File: src/ppu_cfg.svh
`ifndef PPU_CFG_SVH
`define PPU_CFG_SVH

// the posit word is 16 bits wide with one exponent bit.
`define PPU_N 16
`define PPU_ES 1

`define PPU_TE_BITS 7         // signed total exponent, regime times 2^es plus exponent.
`define PPU_MANT_SIZE 14      // hidden bit and the fraction below it.
`define PPU_FRAC_FULL_SIZE 28 // fraction after the leading one, handed to the encoder.

// the adder keeps a carry bit on top and three low bits for guard, round and sticky.
`define PPU_ADD_GUARD 3
`define PPU_ADD_SIZE (`PPU_MANT_SIZE + `PPU_ADD_GUARD + 1)

`define PPU_MUL_SIZE (2 * `PPU_MANT_SIZE)
`define PPU_RAW_SIZE (`PPU_FRAC_FULL_SIZE + 1) // normaliser input with one bit of headroom.

// total exponents outside this range saturate to maxpos or minpos.
`define PPU_TE_MAX 27
`define PPU_TE_MIN (-28)

`endif

File: src/ppu_pkg.sv
`default_nettype none

`include "ppu_cfg.svh"

package ppu_pkg;

  typedef logic [`PPU_N-1:0] posit_t;

  // a number is 1.frac times 2^te once decoded.
  typedef logic signed [`PPU_TE_BITS-1:0] exponent_t;

  typedef logic [`PPU_MANT_SIZE-1:0] mant_t;          // hidden bit sits at the msb.
  typedef logic [`PPU_FRAC_FULL_SIZE-1:0] frac_full_t;

  typedef enum logic [1:0] {
    ADD = 2'd0,
    SUB = 2'd1,
    MUL = 2'd2,
    DIV = 2'd3
  } operation_e;

endpackage : ppu_pkg

`default_nettype wire

File: src/posit_decode.sv
`timescale 1ns/100ps
`default_nettype none

`include "ppu_cfg.svh"

module posit_decode (
  input  ppu_pkg::posit_t    posit_i,
  output logic               sign_o,
  output ppu_pkg::exponent_t te_o,
  output ppu_pkg::mant_t     mant_o,
  output logic               zero_o,
  output logic               nar_o
);

  localparam int BODY_W = `PPU_N - 1;

  ppu_pkg::posit_t    mag;
  logic [BODY_W-1:0]  body;
  logic [BODY_W-1:0]  rest;
  logic [4:0]         run;
  logic [4:0]         skip;
  logic               run_done;
  ppu_pkg::exponent_t k;

  assign sign_o = posit_i[`PPU_N-1];
  assign zero_o = (posit_i == '0);
  assign nar_o  = (posit_i == {1'b1, {(`PPU_N-1){1'b0}}});

  assign mag  = sign_o ? -posit_i : posit_i; // negative posits decode from their two's complement.
  assign body = mag[BODY_W-1:0];

  // the regime is a run of equal bits starting just below the sign.
  always_comb begin
    run      = '0;
    run_done = 1'b0;
    for (int i = BODY_W - 1; i >= 0; i--) begin
      if (!run_done && body[i] == body[BODY_W-1]) begin
        run = run + 5'd1;
      end else begin
        run_done = 1'b1;
      end
    end
  end

  // a run of ones gives k = run - 1, a run of zeros gives k = -run.
  assign k = body[BODY_W-1] ? ppu_pkg::exponent_t'(run - 5'd1) : -ppu_pkg::exponent_t'(run);

  assign skip = run + 5'd1;    // drop the run and its terminating bit.
  assign rest = body << skip;

  assign te_o = (k <<< `PPU_ES) + ppu_pkg::exponent_t'(rest[BODY_W-1 -: `PPU_ES]);

  // Whatever fraction bits remain are left aligned under the hidden bit.
  assign mant_o = {1'b1, rest[BODY_W-1-`PPU_ES -: `PPU_MANT_SIZE-1]};

endmodule : posit_decode

`default_nettype wire

File: src/core_add_sub.sv
`timescale 1ns/100ps
`default_nettype none

`include "ppu_cfg.svh"

module core_add_sub (
  input  ppu_pkg::exponent_t       te1_i,
  input  ppu_pkg::exponent_t       te2_i,
  input  ppu_pkg::mant_t           mant1_i,
  input  ppu_pkg::mant_t           mant2_i,
  input  logic                     sign1_i,
  input  logic                     sign2_i,
  input  logic                     sub_i,
  output logic [`PPU_ADD_SIZE-1:0] mant_o,
  output ppu_pkg::exponent_t       te_o,
  output logic                     sign_o,
  output logic                     frac_truncated_o
);

  localparam int ALIGN_W = `PPU_MANT_SIZE + `PPU_ADD_GUARD;

  logic                    sign2_eff;
  logic                    swap;
  logic                    eff_sub;
  ppu_pkg::exponent_t      te_small;
  ppu_pkg::mant_t          mant_big;
  ppu_pkg::mant_t          mant_small;
  logic [`PPU_TE_BITS-1:0] diff;
  logic [`PPU_TE_BITS-1:0] shamt;
  logic [2*ALIGN_W-1:0]    shift_win;
  logic [ALIGN_W-1:0]      small_al;
  logic                    sticky;

  assign sign2_eff = sign2_i ^ sub_i;
  assign eff_sub   = sign1_i ^ sign2_eff;

  // The larger magnitude goes first so that a subtraction never goes negative.
  assign swap = (te2_i > te1_i) || (te2_i == te1_i && mant2_i > mant1_i);

  assign te_o       = swap ? te2_i : te1_i;
  assign te_small   = swap ? te1_i : te2_i;
  assign mant_big   = swap ? mant2_i : mant1_i;
  assign mant_small = swap ? mant1_i : mant2_i;
  assign sign_o     = swap ? sign2_eff : sign1_i;

  assign diff  = te_o - te_small;
  assign shamt = (diff > `PPU_TE_BITS'(ALIGN_W)) ? `PPU_TE_BITS'(ALIGN_W) : diff;

  // the lower half of the window catches every bit shifted past the guard bits.
  assign shift_win = {mant_small, {`PPU_ADD_GUARD{1'b0}}, {ALIGN_W{1'b0}}} >> shamt;
  assign sticky    = |shift_win[ALIGN_W-1:0];
  assign small_al  = {shift_win[2*ALIGN_W-1:ALIGN_W+1], shift_win[ALIGN_W] | sticky};

  assign mant_o = eff_sub ? {1'b0, mant_big, {`PPU_ADD_GUARD{1'b0}}} - {1'b0, small_al}
                          : {1'b0, mant_big, {`PPU_ADD_GUARD{1'b0}}} + {1'b0, small_al};

  assign frac_truncated_o = sticky;

endmodule : core_add_sub

`default_nettype wire

File: src/core_op.sv
`timescale 1ns/100ps
`default_nettype none

`include "ppu_cfg.svh"

module core_op (
  input  ppu_pkg::operation_e op_i,
  input  logic                sign1_i,
  input  logic                sign2_i,
  input  ppu_pkg::exponent_t  te1_i,
  input  ppu_pkg::exponent_t  te2_i,
  input  ppu_pkg::mant_t      mant1_i,
  input  ppu_pkg::mant_t      mant2_i,
  input  logic                zero1_i,
  input  logic                zero2_i,
  input  logic                nar1_i,
  input  logic                nar2_i,
  output logic                sign_o,
  output ppu_pkg::exponent_t  te_o,
  output ppu_pkg::frac_full_t frac_o,
  output logic                frac_truncated_o,
  output logic                zero_o,
  output logic                nar_o
);

  localparam int RAW_W = `PPU_RAW_SIZE;
  localparam int UNIT  = RAW_W - 2; // raw bit that weighs 2^te_base.

  logic [`PPU_ADD_SIZE-1:0]      add_mant;
  ppu_pkg::exponent_t            add_te;
  logic                          add_sign;
  logic                          add_sticky;
  logic                          is_sub;
  logic [`PPU_MUL_SIZE-1:0]      mul_mant;
  logic [`PPU_FRAC_FULL_SIZE-1:0] div_quot;
  logic [`PPU_MANT_SIZE:0]       div_rem;
  logic                          div_sticky;
  logic [RAW_W-1:0]              raw;
  logic [RAW_W-1:0]              raw_sh;
  ppu_pkg::exponent_t            te_base;
  logic [4:0]                    lead;

  assign is_sub = (op_i == ppu_pkg::SUB);

  core_add_sub u_add_sub (
    .te1_i            (te1_i),
    .te2_i            (te2_i),
    .mant1_i          (mant1_i),
    .mant2_i          (mant2_i),
    .sign1_i          (sign1_i),
    .sign2_i          (sign2_i),
    .sub_i            (is_sub),
    .mant_o           (add_mant),
    .te_o             (add_te),
    .sign_o           (add_sign),
    .frac_truncated_o (add_sticky)
  );

  assign mul_mant = mant1_i * mant2_i; // exact, so multiply never sets the sticky bit.

  // restoring division, one quotient bit per step with the integer bit first.
  always_comb begin
    div_rem  = {1'b0, mant1_i};
    div_quot = '0;
    for (int i = `PPU_FRAC_FULL_SIZE - 1; i >= 0; i--) begin
      if (div_rem >= {1'b0, mant2_i}) begin
        div_quot[i] = 1'b1;
        div_rem     = div_rem - {1'b0, mant2_i};
      end
      div_rem = div_rem << 1;
    end
  end

  assign div_sticky = |div_rem;

  // Every result is placed in raw with its unit bit at UNIT.
  always_comb begin
    case (op_i)
      ppu_pkg::MUL: begin
        sign_o           = sign1_i ^ sign2_i;
        te_base          = te1_i + te2_i;
        raw              = {mul_mant, 1'b0};
        frac_truncated_o = 1'b0;
      end
      ppu_pkg::DIV: begin
        sign_o           = sign1_i ^ sign2_i;
        te_base          = te1_i - te2_i;
        raw              = {1'b0, div_quot};
        frac_truncated_o = div_sticky;
      end
      default: begin
        if (zero1_i) begin // 0 + b and 0 - b come out as b or -b.
          sign_o           = sign2_i ^ is_sub;
          te_base          = te2_i;
          raw              = {1'b0, mant2_i, {(RAW_W-1-`PPU_MANT_SIZE){1'b0}}};
          frac_truncated_o = 1'b0;
        end else if (zero2_i) begin
          sign_o           = sign1_i;
          te_base          = te1_i;
          raw              = {1'b0, mant1_i, {(RAW_W-1-`PPU_MANT_SIZE){1'b0}}};
          frac_truncated_o = 1'b0;
        end else begin
          sign_o           = add_sign;
          te_base          = add_te;
          raw              = {add_mant, {(RAW_W-`PPU_ADD_SIZE){1'b0}}};
          frac_truncated_o = add_sticky;
        end
      end
    endcase
  end

  always_comb begin
    lead = '0;
    for (int i = 0; i < RAW_W; i++) begin
      if (raw[i]) begin
        lead = 5'(i);
      end
    end
  end

  assign raw_sh = raw << (5'(RAW_W - 1) - lead); // the leading one falls off the top.
  assign frac_o = raw_sh[RAW_W-2:0];
  assign te_o   = te_base + ppu_pkg::exponent_t'(lead) - ppu_pkg::exponent_t'(UNIT);

  assign nar_o = nar1_i | nar2_i | (op_i == ppu_pkg::DIV && zero2_i);

  always_comb begin
    case (op_i)
      ppu_pkg::MUL: zero_o = zero1_i | zero2_i;
      ppu_pkg::DIV: zero_o = zero1_i;
      default:      zero_o = (zero1_i & zero2_i) | (!zero1_i & !zero2_i & (add_mant == '0));
    endcase
  end

endmodule : core_op

`default_nettype wire

File: src/posit_encode.sv
`timescale 1ns/100ps
`default_nettype none

`include "ppu_cfg.svh"

module posit_encode (
  input  logic                sign_i,
  input  ppu_pkg::exponent_t  te_i,
  input  ppu_pkg::frac_full_t frac_i,
  input  logic                frac_truncated_i,
  input  logic                zero_i,
  input  logic                nar_i,
  output ppu_pkg::posit_t     posit_o
);

  localparam int BODY_W = `PPU_N - 1;
  localparam int FRAC_W = `PPU_FRAC_FULL_SIZE;
  localparam int SEED_W = 2 + `PPU_ES + FRAC_W;
  localparam int EXT_W  = SEED_W + BODY_W - 2;   // room for the longest regime run.

  ppu_pkg::exponent_t      k;
  logic                    k_neg;
  logic [3:0]              shamt;
  logic [SEED_W-1:0]       seed;
  logic [EXT_W-1:0]        ext_seed;
  logic signed [EXT_W-1:0] ext_ones;
  logic [EXT_W-1:0]        ext;
  logic [BODY_W-1:0]       body;
  logic                    guard;
  logic                    sticky;
  logic                    cut_exp;
  logic                    frac_above;
  logic                    frac_tie;
  logic                    round_up;
  ppu_pkg::posit_t         mag;
  ppu_pkg::posit_t         mag_sat;

  assign k     = te_i >>> `PPU_ES;
  assign k_neg = k[`PPU_TE_BITS-1];
  assign shamt = k_neg ? 4'(~k) : 4'(k);

  // The seed starts the regime with 10 or 01 and is then stretched by the shift.
  assign seed     = {~k_neg, k_neg, te_i[`PPU_ES-1:0], frac_i};
  assign ext_seed = {seed, {(EXT_W-SEED_W){1'b0}}};
  assign ext_ones = $signed(ext_seed) >>> shamt; // ones fill in for a positive k.
  assign ext      = k_neg ? (ext_seed >> shamt) : ext_ones;

  assign body   = ext[EXT_W-1 -: BODY_W];
  assign guard  = ext[EXT_W-1-BODY_W];
  assign sticky = (|ext[EXT_W-2-BODY_W:0]) | frac_truncated_i;

  // at the two outermost regimes the exponent bit itself is the guard bit.
  assign cut_exp = (k == ppu_pkg::exponent_t'(BODY_W - 2)) ||
                   (k == -ppu_pkg::exponent_t'(BODY_W - 1));

  // Neighbours there are a factor of four apart, so the midpoint sits at 1.25 times 2^te.
  assign frac_above = frac_i[FRAC_W-1] |
                      (frac_i[FRAC_W-2] & ((|frac_i[FRAC_W-3:0]) | frac_truncated_i));
  assign frac_tie   = ~frac_i[FRAC_W-1] & frac_i[FRAC_W-2] &
                      ~(|frac_i[FRAC_W-3:0]) & ~frac_truncated_i;

  assign round_up = cut_exp ? guard & (frac_above | (frac_tie & body[0]))
                            : guard & (sticky | body[0]);

  assign mag = {1'b0, body} + `PPU_N'(round_up);

  always_comb begin
    if (te_i > ppu_pkg::exponent_t'(`PPU_TE_MAX)) begin
      mag_sat = {1'b0, {(`PPU_N-1){1'b1}}};            // maxpos.
    end else if (te_i < ppu_pkg::exponent_t'(`PPU_TE_MIN)) begin
      mag_sat = `PPU_N'(1);                            // minpos, never zero.
    end else begin
      mag_sat = mag;
    end
  end

  always_comb begin
    if (nar_i) begin
      posit_o = {1'b1, {(`PPU_N-1){1'b0}}};
    end else if (zero_i) begin
      posit_o = '0;
    end else begin
      posit_o = sign_i ? -mag_sat : mag_sat;
    end
  end

endmodule : posit_encode

`default_nettype wire

File: src/ppu.sv
`timescale 1ns/100ps
`default_nettype none

module ppu (
  input  logic                clk_i,
  input  logic                arst_n_i,
  input  logic                valid_i,
  output logic                ready_o,
  input  ppu_pkg::operation_e op_i,
  input  ppu_pkg::posit_t     a_i,
  input  ppu_pkg::posit_t     b_i,
  output logic                valid_o,
  input  logic                ready_i,
  output ppu_pkg::posit_t     result_o
);

  logic                a_sign, b_sign, a_zero, b_zero, a_nar, b_nar;
  ppu_pkg::exponent_t  a_te, b_te;
  ppu_pkg::mant_t      a_mant, b_mant;

  logic                s1_valid;
  ppu_pkg::operation_e s1_op;
  logic                s1_sign1, s1_sign2, s1_zero1, s1_zero2, s1_nar1, s1_nar2;
  ppu_pkg::exponent_t  s1_te1, s1_te2;
  ppu_pkg::mant_t      s1_mant1, s1_mant2;

  logic                op_sign, op_trunc, op_zero, op_nar;
  ppu_pkg::exponent_t  op_te;
  ppu_pkg::frac_full_t op_frac;
  ppu_pkg::posit_t     enc_posit;
  logic                s2_ready;

  posit_decode u_decode_a (
    .posit_i (a_i),
    .sign_o  (a_sign),
    .te_o    (a_te),
    .mant_o  (a_mant),
    .zero_o  (a_zero),
    .nar_o   (a_nar)
  );

  posit_decode u_decode_b (
    .posit_i (b_i),
    .sign_o  (b_sign),
    .te_o    (b_te),
    .mant_o  (b_mant),
    .zero_o  (b_zero),
    .nar_o   (b_nar)
  );

  assign s2_ready = !valid_o || ready_i;
  assign ready_o  = !s1_valid || s2_ready; // stage 1 takes data when empty or draining.

  always_ff @(posedge clk_i or negedge arst_n_i) begin
    if (!arst_n_i) begin
      s1_valid <= 1'b0;
      valid_o  <= 1'b0;
    end else begin
      if (ready_o) begin
        s1_valid <= valid_i;
      end
      if (s2_ready) begin
        valid_o <= s1_valid;
      end
    end
  end

  always_ff @(posedge clk_i) begin
    if (valid_i && ready_o) begin
      s1_op    <= op_i;
      s1_sign1 <= a_sign;
      s1_sign2 <= b_sign;
      s1_te1   <= a_te;
      s1_te2   <= b_te;
      s1_mant1 <= a_mant;
      s1_mant2 <= b_mant;
      s1_zero1 <= a_zero;
      s1_zero2 <= b_zero;
      s1_nar1  <= a_nar;
      s1_nar2  <= b_nar;
    end
    if (s1_valid && s2_ready) begin
      result_o <= enc_posit;
    end
  end

  core_op u_core_op (
    .op_i             (s1_op),
    .sign1_i          (s1_sign1),
    .sign2_i          (s1_sign2),
    .te1_i            (s1_te1),
    .te2_i            (s1_te2),
    .mant1_i          (s1_mant1),
    .mant2_i          (s1_mant2),
    .zero1_i          (s1_zero1),
    .zero2_i          (s1_zero2),
    .nar1_i           (s1_nar1),
    .nar2_i           (s1_nar2),
    .sign_o           (op_sign),
    .te_o             (op_te),
    .frac_o           (op_frac),
    .frac_truncated_o (op_trunc),
    .zero_o           (op_zero),
    .nar_o            (op_nar)
  );

  posit_encode u_encode (
    .sign_i           (op_sign),
    .te_i             (op_te),
    .frac_i           (op_frac),
    .frac_truncated_i (op_trunc),
    .zero_i           (op_zero),
    .nar_i            (op_nar),
    .posit_o          (enc_posit)
  );

endmodule : ppu

`default_nettype wire

File: config.mk
export PLATFORM = sky130hd
export DESIGN_NAME = ppu
export DESIGN_NICKNAME = d
export VERILOG_FILES = /design/src/ppu_pkg.sv /design/src/posit_decode.sv /design/src/core_add_sub.sv /design/src/core_op.sv /design/src/posit_encode.sv /design/src/ppu.sv
export VERILOG_INCLUDE_DIRS = /design/src
export SDC_FILE = /design/constraint.sdc
export NUM_CORES = 2
export LEC_CHECK = 0
export BUFFER_PORTS_ARGS = -buffer_cell sky130_fd_sc_hd__buf_2
export CELL_PAD_IN_SITES_DETAIL_PLACEMENT = 1
export CELL_PAD_IN_SITES_GLOBAL_PLACEMENT = 1
export CORE_AREA = 2 2 310 312
export CTS_CLUSTER_DIAMETER = 30
export CTS_CLUSTER_SIZE = 12
export DETAILED_ROUTE_END_ITERATION = 7
export DIE_AREA = 0 0 312 314
export GPL_ROUTABILITY_DRIVEN = 0
export PLACE_DENSITY = 0.83
export SYNTH_ARGS = -nofsm -noshare
export SYNTH_HDL_FRONTEND = slang
export SYNTH_HIERARCHICAL = 1
export SYNTH_SLANG_ARGS = --single-unit
File: constraint.sdc
create_clock -name clk_i -period 123.5 [get_ports clk_i]
set_input_delay 12.35 -clock clk_i [delete_from_list [all_inputs] [get_ports clk_i]]
set_output_delay 12.35 -clock clk_i [all_outputs]
set_load 0.02 [all_outputs]
==> flow_metrics.tcl <==
set metrics [dict create \
    status "finished with violations" \
    violations "design-rule violations" \
    drt_iter0_markers 4439 \
    cp_common_cell "a21o_1" \
    skew_ns 0.0347 \
    syn_avg_cell_area_um2 7.49 \
    place_inst 7528 \
    register_area_mm2 0.00203 \
    finalHoldViolCount 0 \
    ys_seq_elements 68 \
    maxCapViolCount 0 \
    end_kind "register" \
    critPathKind "register to register" \
    start_util_pct 50.6 \
    finalHoldWorstSlack_ns 0.542 \
    antenna_left 0 \
    root_buffer "clkbuf_16" \
    clock_sinks 68 \
    seq_area_frac_synth_pct 4.25 \
    grtUsageTotal_pct 37.2 \
    finalSetupTns_ns 0 \
    synth-simple-area-share_pct 22.9 \
    cts_setup_buffers 0 \
    synth_common_cells "584 x nor2_1, 572 x nand2_1, 569 x ha_1, 463 x inv_1, 360 x o21ai_0" \
    clock_path_buffers 2 \
    multiInputGateArea_mm2 0.0428 \
    die_w_um 312 \
    hp-class "register to register" \
    postLayoutCoreUtil_pct 52.4 \
    layout.cells.non_filler 7546 \
    grt_pass1_vias 51994 \
    yosys-top-cells-area "ha_1 15%, fa_1 6.1%, mux2i_1 4.8%, nor2_1 4.6%, nand2_1 4.5%" \
    cts_resized 0 \
    dpl.hpwl_mm 147 \
    rsz0062_at_grt "false" \
    synthesis.area_mm2 0.0478 \
    overflow 0 \
    yosys_warnings 6 \
    synth_cells 6376 \
    cts.reportedPaths.clkPinSlew_ns 0.10 \
    tightest_slew_ns 1.20 \
    cts_tree "built" \
    finalMaxSlewViolations 0 \
    fillers 12143 \
    startpoint_type "register" \
    cp.arrival_ns 111.13 \
    synth_xor_area_share_pct 7.50 \
    ys.flop_type "edfxtp_1" \
    setup_violations 0 \
    vias_per_cell 6.78 \
    coreArea_mm2 0.0944 \
    synthMuxAreaShare_pct 11.0 \
    yosys.area.top_type "ha_1" \
    clock_latency_ns 0.41 \
    synth_nets 7129 \
    drc 2 \
    ys_types 160 \
    numCtsBuffers 9 \
    die_area_mm2 0.0980 \
    post-synth-top-count-cell "nor2_1" \
    nets 7027 \
    num_vias 51176 \
    crit_fanout 39 \
    grt_max_degree 54 \
    synth_compound_gate_area_share_pct 26.9 \
    syn2layout_area_growth_pct 3.51 \
    grt_pass1_wl_mm 295 \
    async_reset_ff_share_pct 2.94 \
    cp.required_ns 123.66 \
    fp.dieH_um 314 \
    drt-total-wl_mm 190 \
    fmax_mhz 9.01 \
    crit_slowest_cell "a31oi_2" \
    cpPeakStageDelay_ns 0.88 \
    grt_antenna_before_repair 3 \
    pin_count 56 \
    relSlewSlack_pct 19.1 \
    row_count 113 \
    final.period_utilization_pct 89.9 \
    routedWlPerCell_um 25.2 \
    drive_gt1_share_pct 9.73 \
    min_period_ns 110.97 \
    cts_hold_buffers 0 \
    htreeDepth 3 \
    synthAdderAreaFrac_pct 21.1 \
    synth_enable_flop_cells 66 \
    synth_top_cell_area_share_pct 14.9 \
    dr.pass1.iters 8 \
    io_buffers 55 \
    synth_top_family_by_area "compound AO/OA/AOI/OAI gates" \
]
## layout by cell type (no fill, tap or decap), types with 177 or more instances in the layout
cell	Yosys	layout
a21o_1	242	242
nor2_1	584	583
mux2_2	177	177
o21ai_0	360	360
nand2_1	572	572
ha_1	569	569
inv_1	463	449
a21oi_1	327	327
xnor2_1	214	209
mux2i_1	229	229
## layer usage
metal / vias to the layer above / global-route usage, % / share of wire, % / routed length, um
li1: 23118 / - / - / -
met1: 25111 / 46.6 / 41 / 77000
met2: 2294 / 62.1 / 46 / 86700
met3: 647 / 5.10 / 7.6 / 14500
met4: 6 / 19.9 / 6.1 / 11600
met5: - / 0 / 0.022 / 41
## state kept, by name, indices dropped and copies added, names as in the netlist
signal and flops:
s1_mant2 14, s1_zero1 1, s1_sign2 1, s1_valid 1
s1_sign1 1, s1_zero2 1, s1_mant1 14, s1_nar2 1
result_o 16, s1_te1 7, valid_o 1, s1_op 2
s1_nar1 1, s1_te2 7
## layout make-up
class / instances / share of cell area (%)
Timing Repair Buffer: 151 / 2.01
Multi-Input combinational cell: 5575 / 86.5
Tap cell: 1265 / 3.20
Sequential cell: 68 / 4.11
Clock buffer: 9 / 0.455
Inverter: 469 / 3.56
Clock inverter: 7 / 0.167
Antenna cell: 2 / 0.0101
## critical path, delay by kind of cell (launching register included)
| kind | cells | cell delay (ns) |
|---|---|---|
| compound gates | 315 | 70.98 |
| xor+xnor | 1 | 0.18 |
| mux | 16 | 6.03 |
| simple gates | 85 | 19.65 |
| flops | 1 | 0.38 |
| fa+ha+maj | 29 | 9.87 |
| buf+inv | 15 | 3.33 |
## cells by family (layout without fill, tap and decap cells)
| group | count (synthesis) | in the layout |
|---|---|---|
| compound gates | 1823 | 1823 |
| mux | 455 | 455 |
| flops | 68 | 68 |
| other cells | 2 | 4 |
| buf+inv | 733 | 636 |
| fa+ha+maj | 717 | 717 |
| xor+xnor | 389 | 389 |
| simple gates | 2189 | 2189 |
## per-stage QoR
| stage | setup slack, ns | instance area [um^2] |
|---|---|---|
| global route | 4.79 | 49400 |
| CTS | 15.10 | 49400 |
| floorplan | 29.42 | 47800 |
| global placement | 20.93 | 49100 |
| finish | 12.53 | 49400 |
| detailed placement | 15.84 | 49100 |
## worst paths after layout
check                                      start                      to  slack [ns]  cells past startpoint
max                        s1_mant2[8]$_DFFE_PP_  result_o[15]$_DFFE_PP_       12.53                    461
min                         s1_valid$_DFFE_PN0P_     valid_o$_DFFE_PN0P_        0.54                      1
max reg2reg                s1_mant2[8]$_DFFE_PP_  result_o[15]$_DFFE_PP_       12.53                    461
min reg2reg                 s1_valid$_DFFE_PN0P_     valid_o$_DFFE_PN0P_        0.54                      1
max in group asynchronous               arst_n_i    s1_valid$_DFFE_PN0P_      111.66                      1
min in group asynchronous               arst_n_i     valid_o$_DFFE_PN0P_       11.74                      1
Power is not shown: default switching activity piles up to over one toggle a cycle in this logic, so the estimate is an artifact.
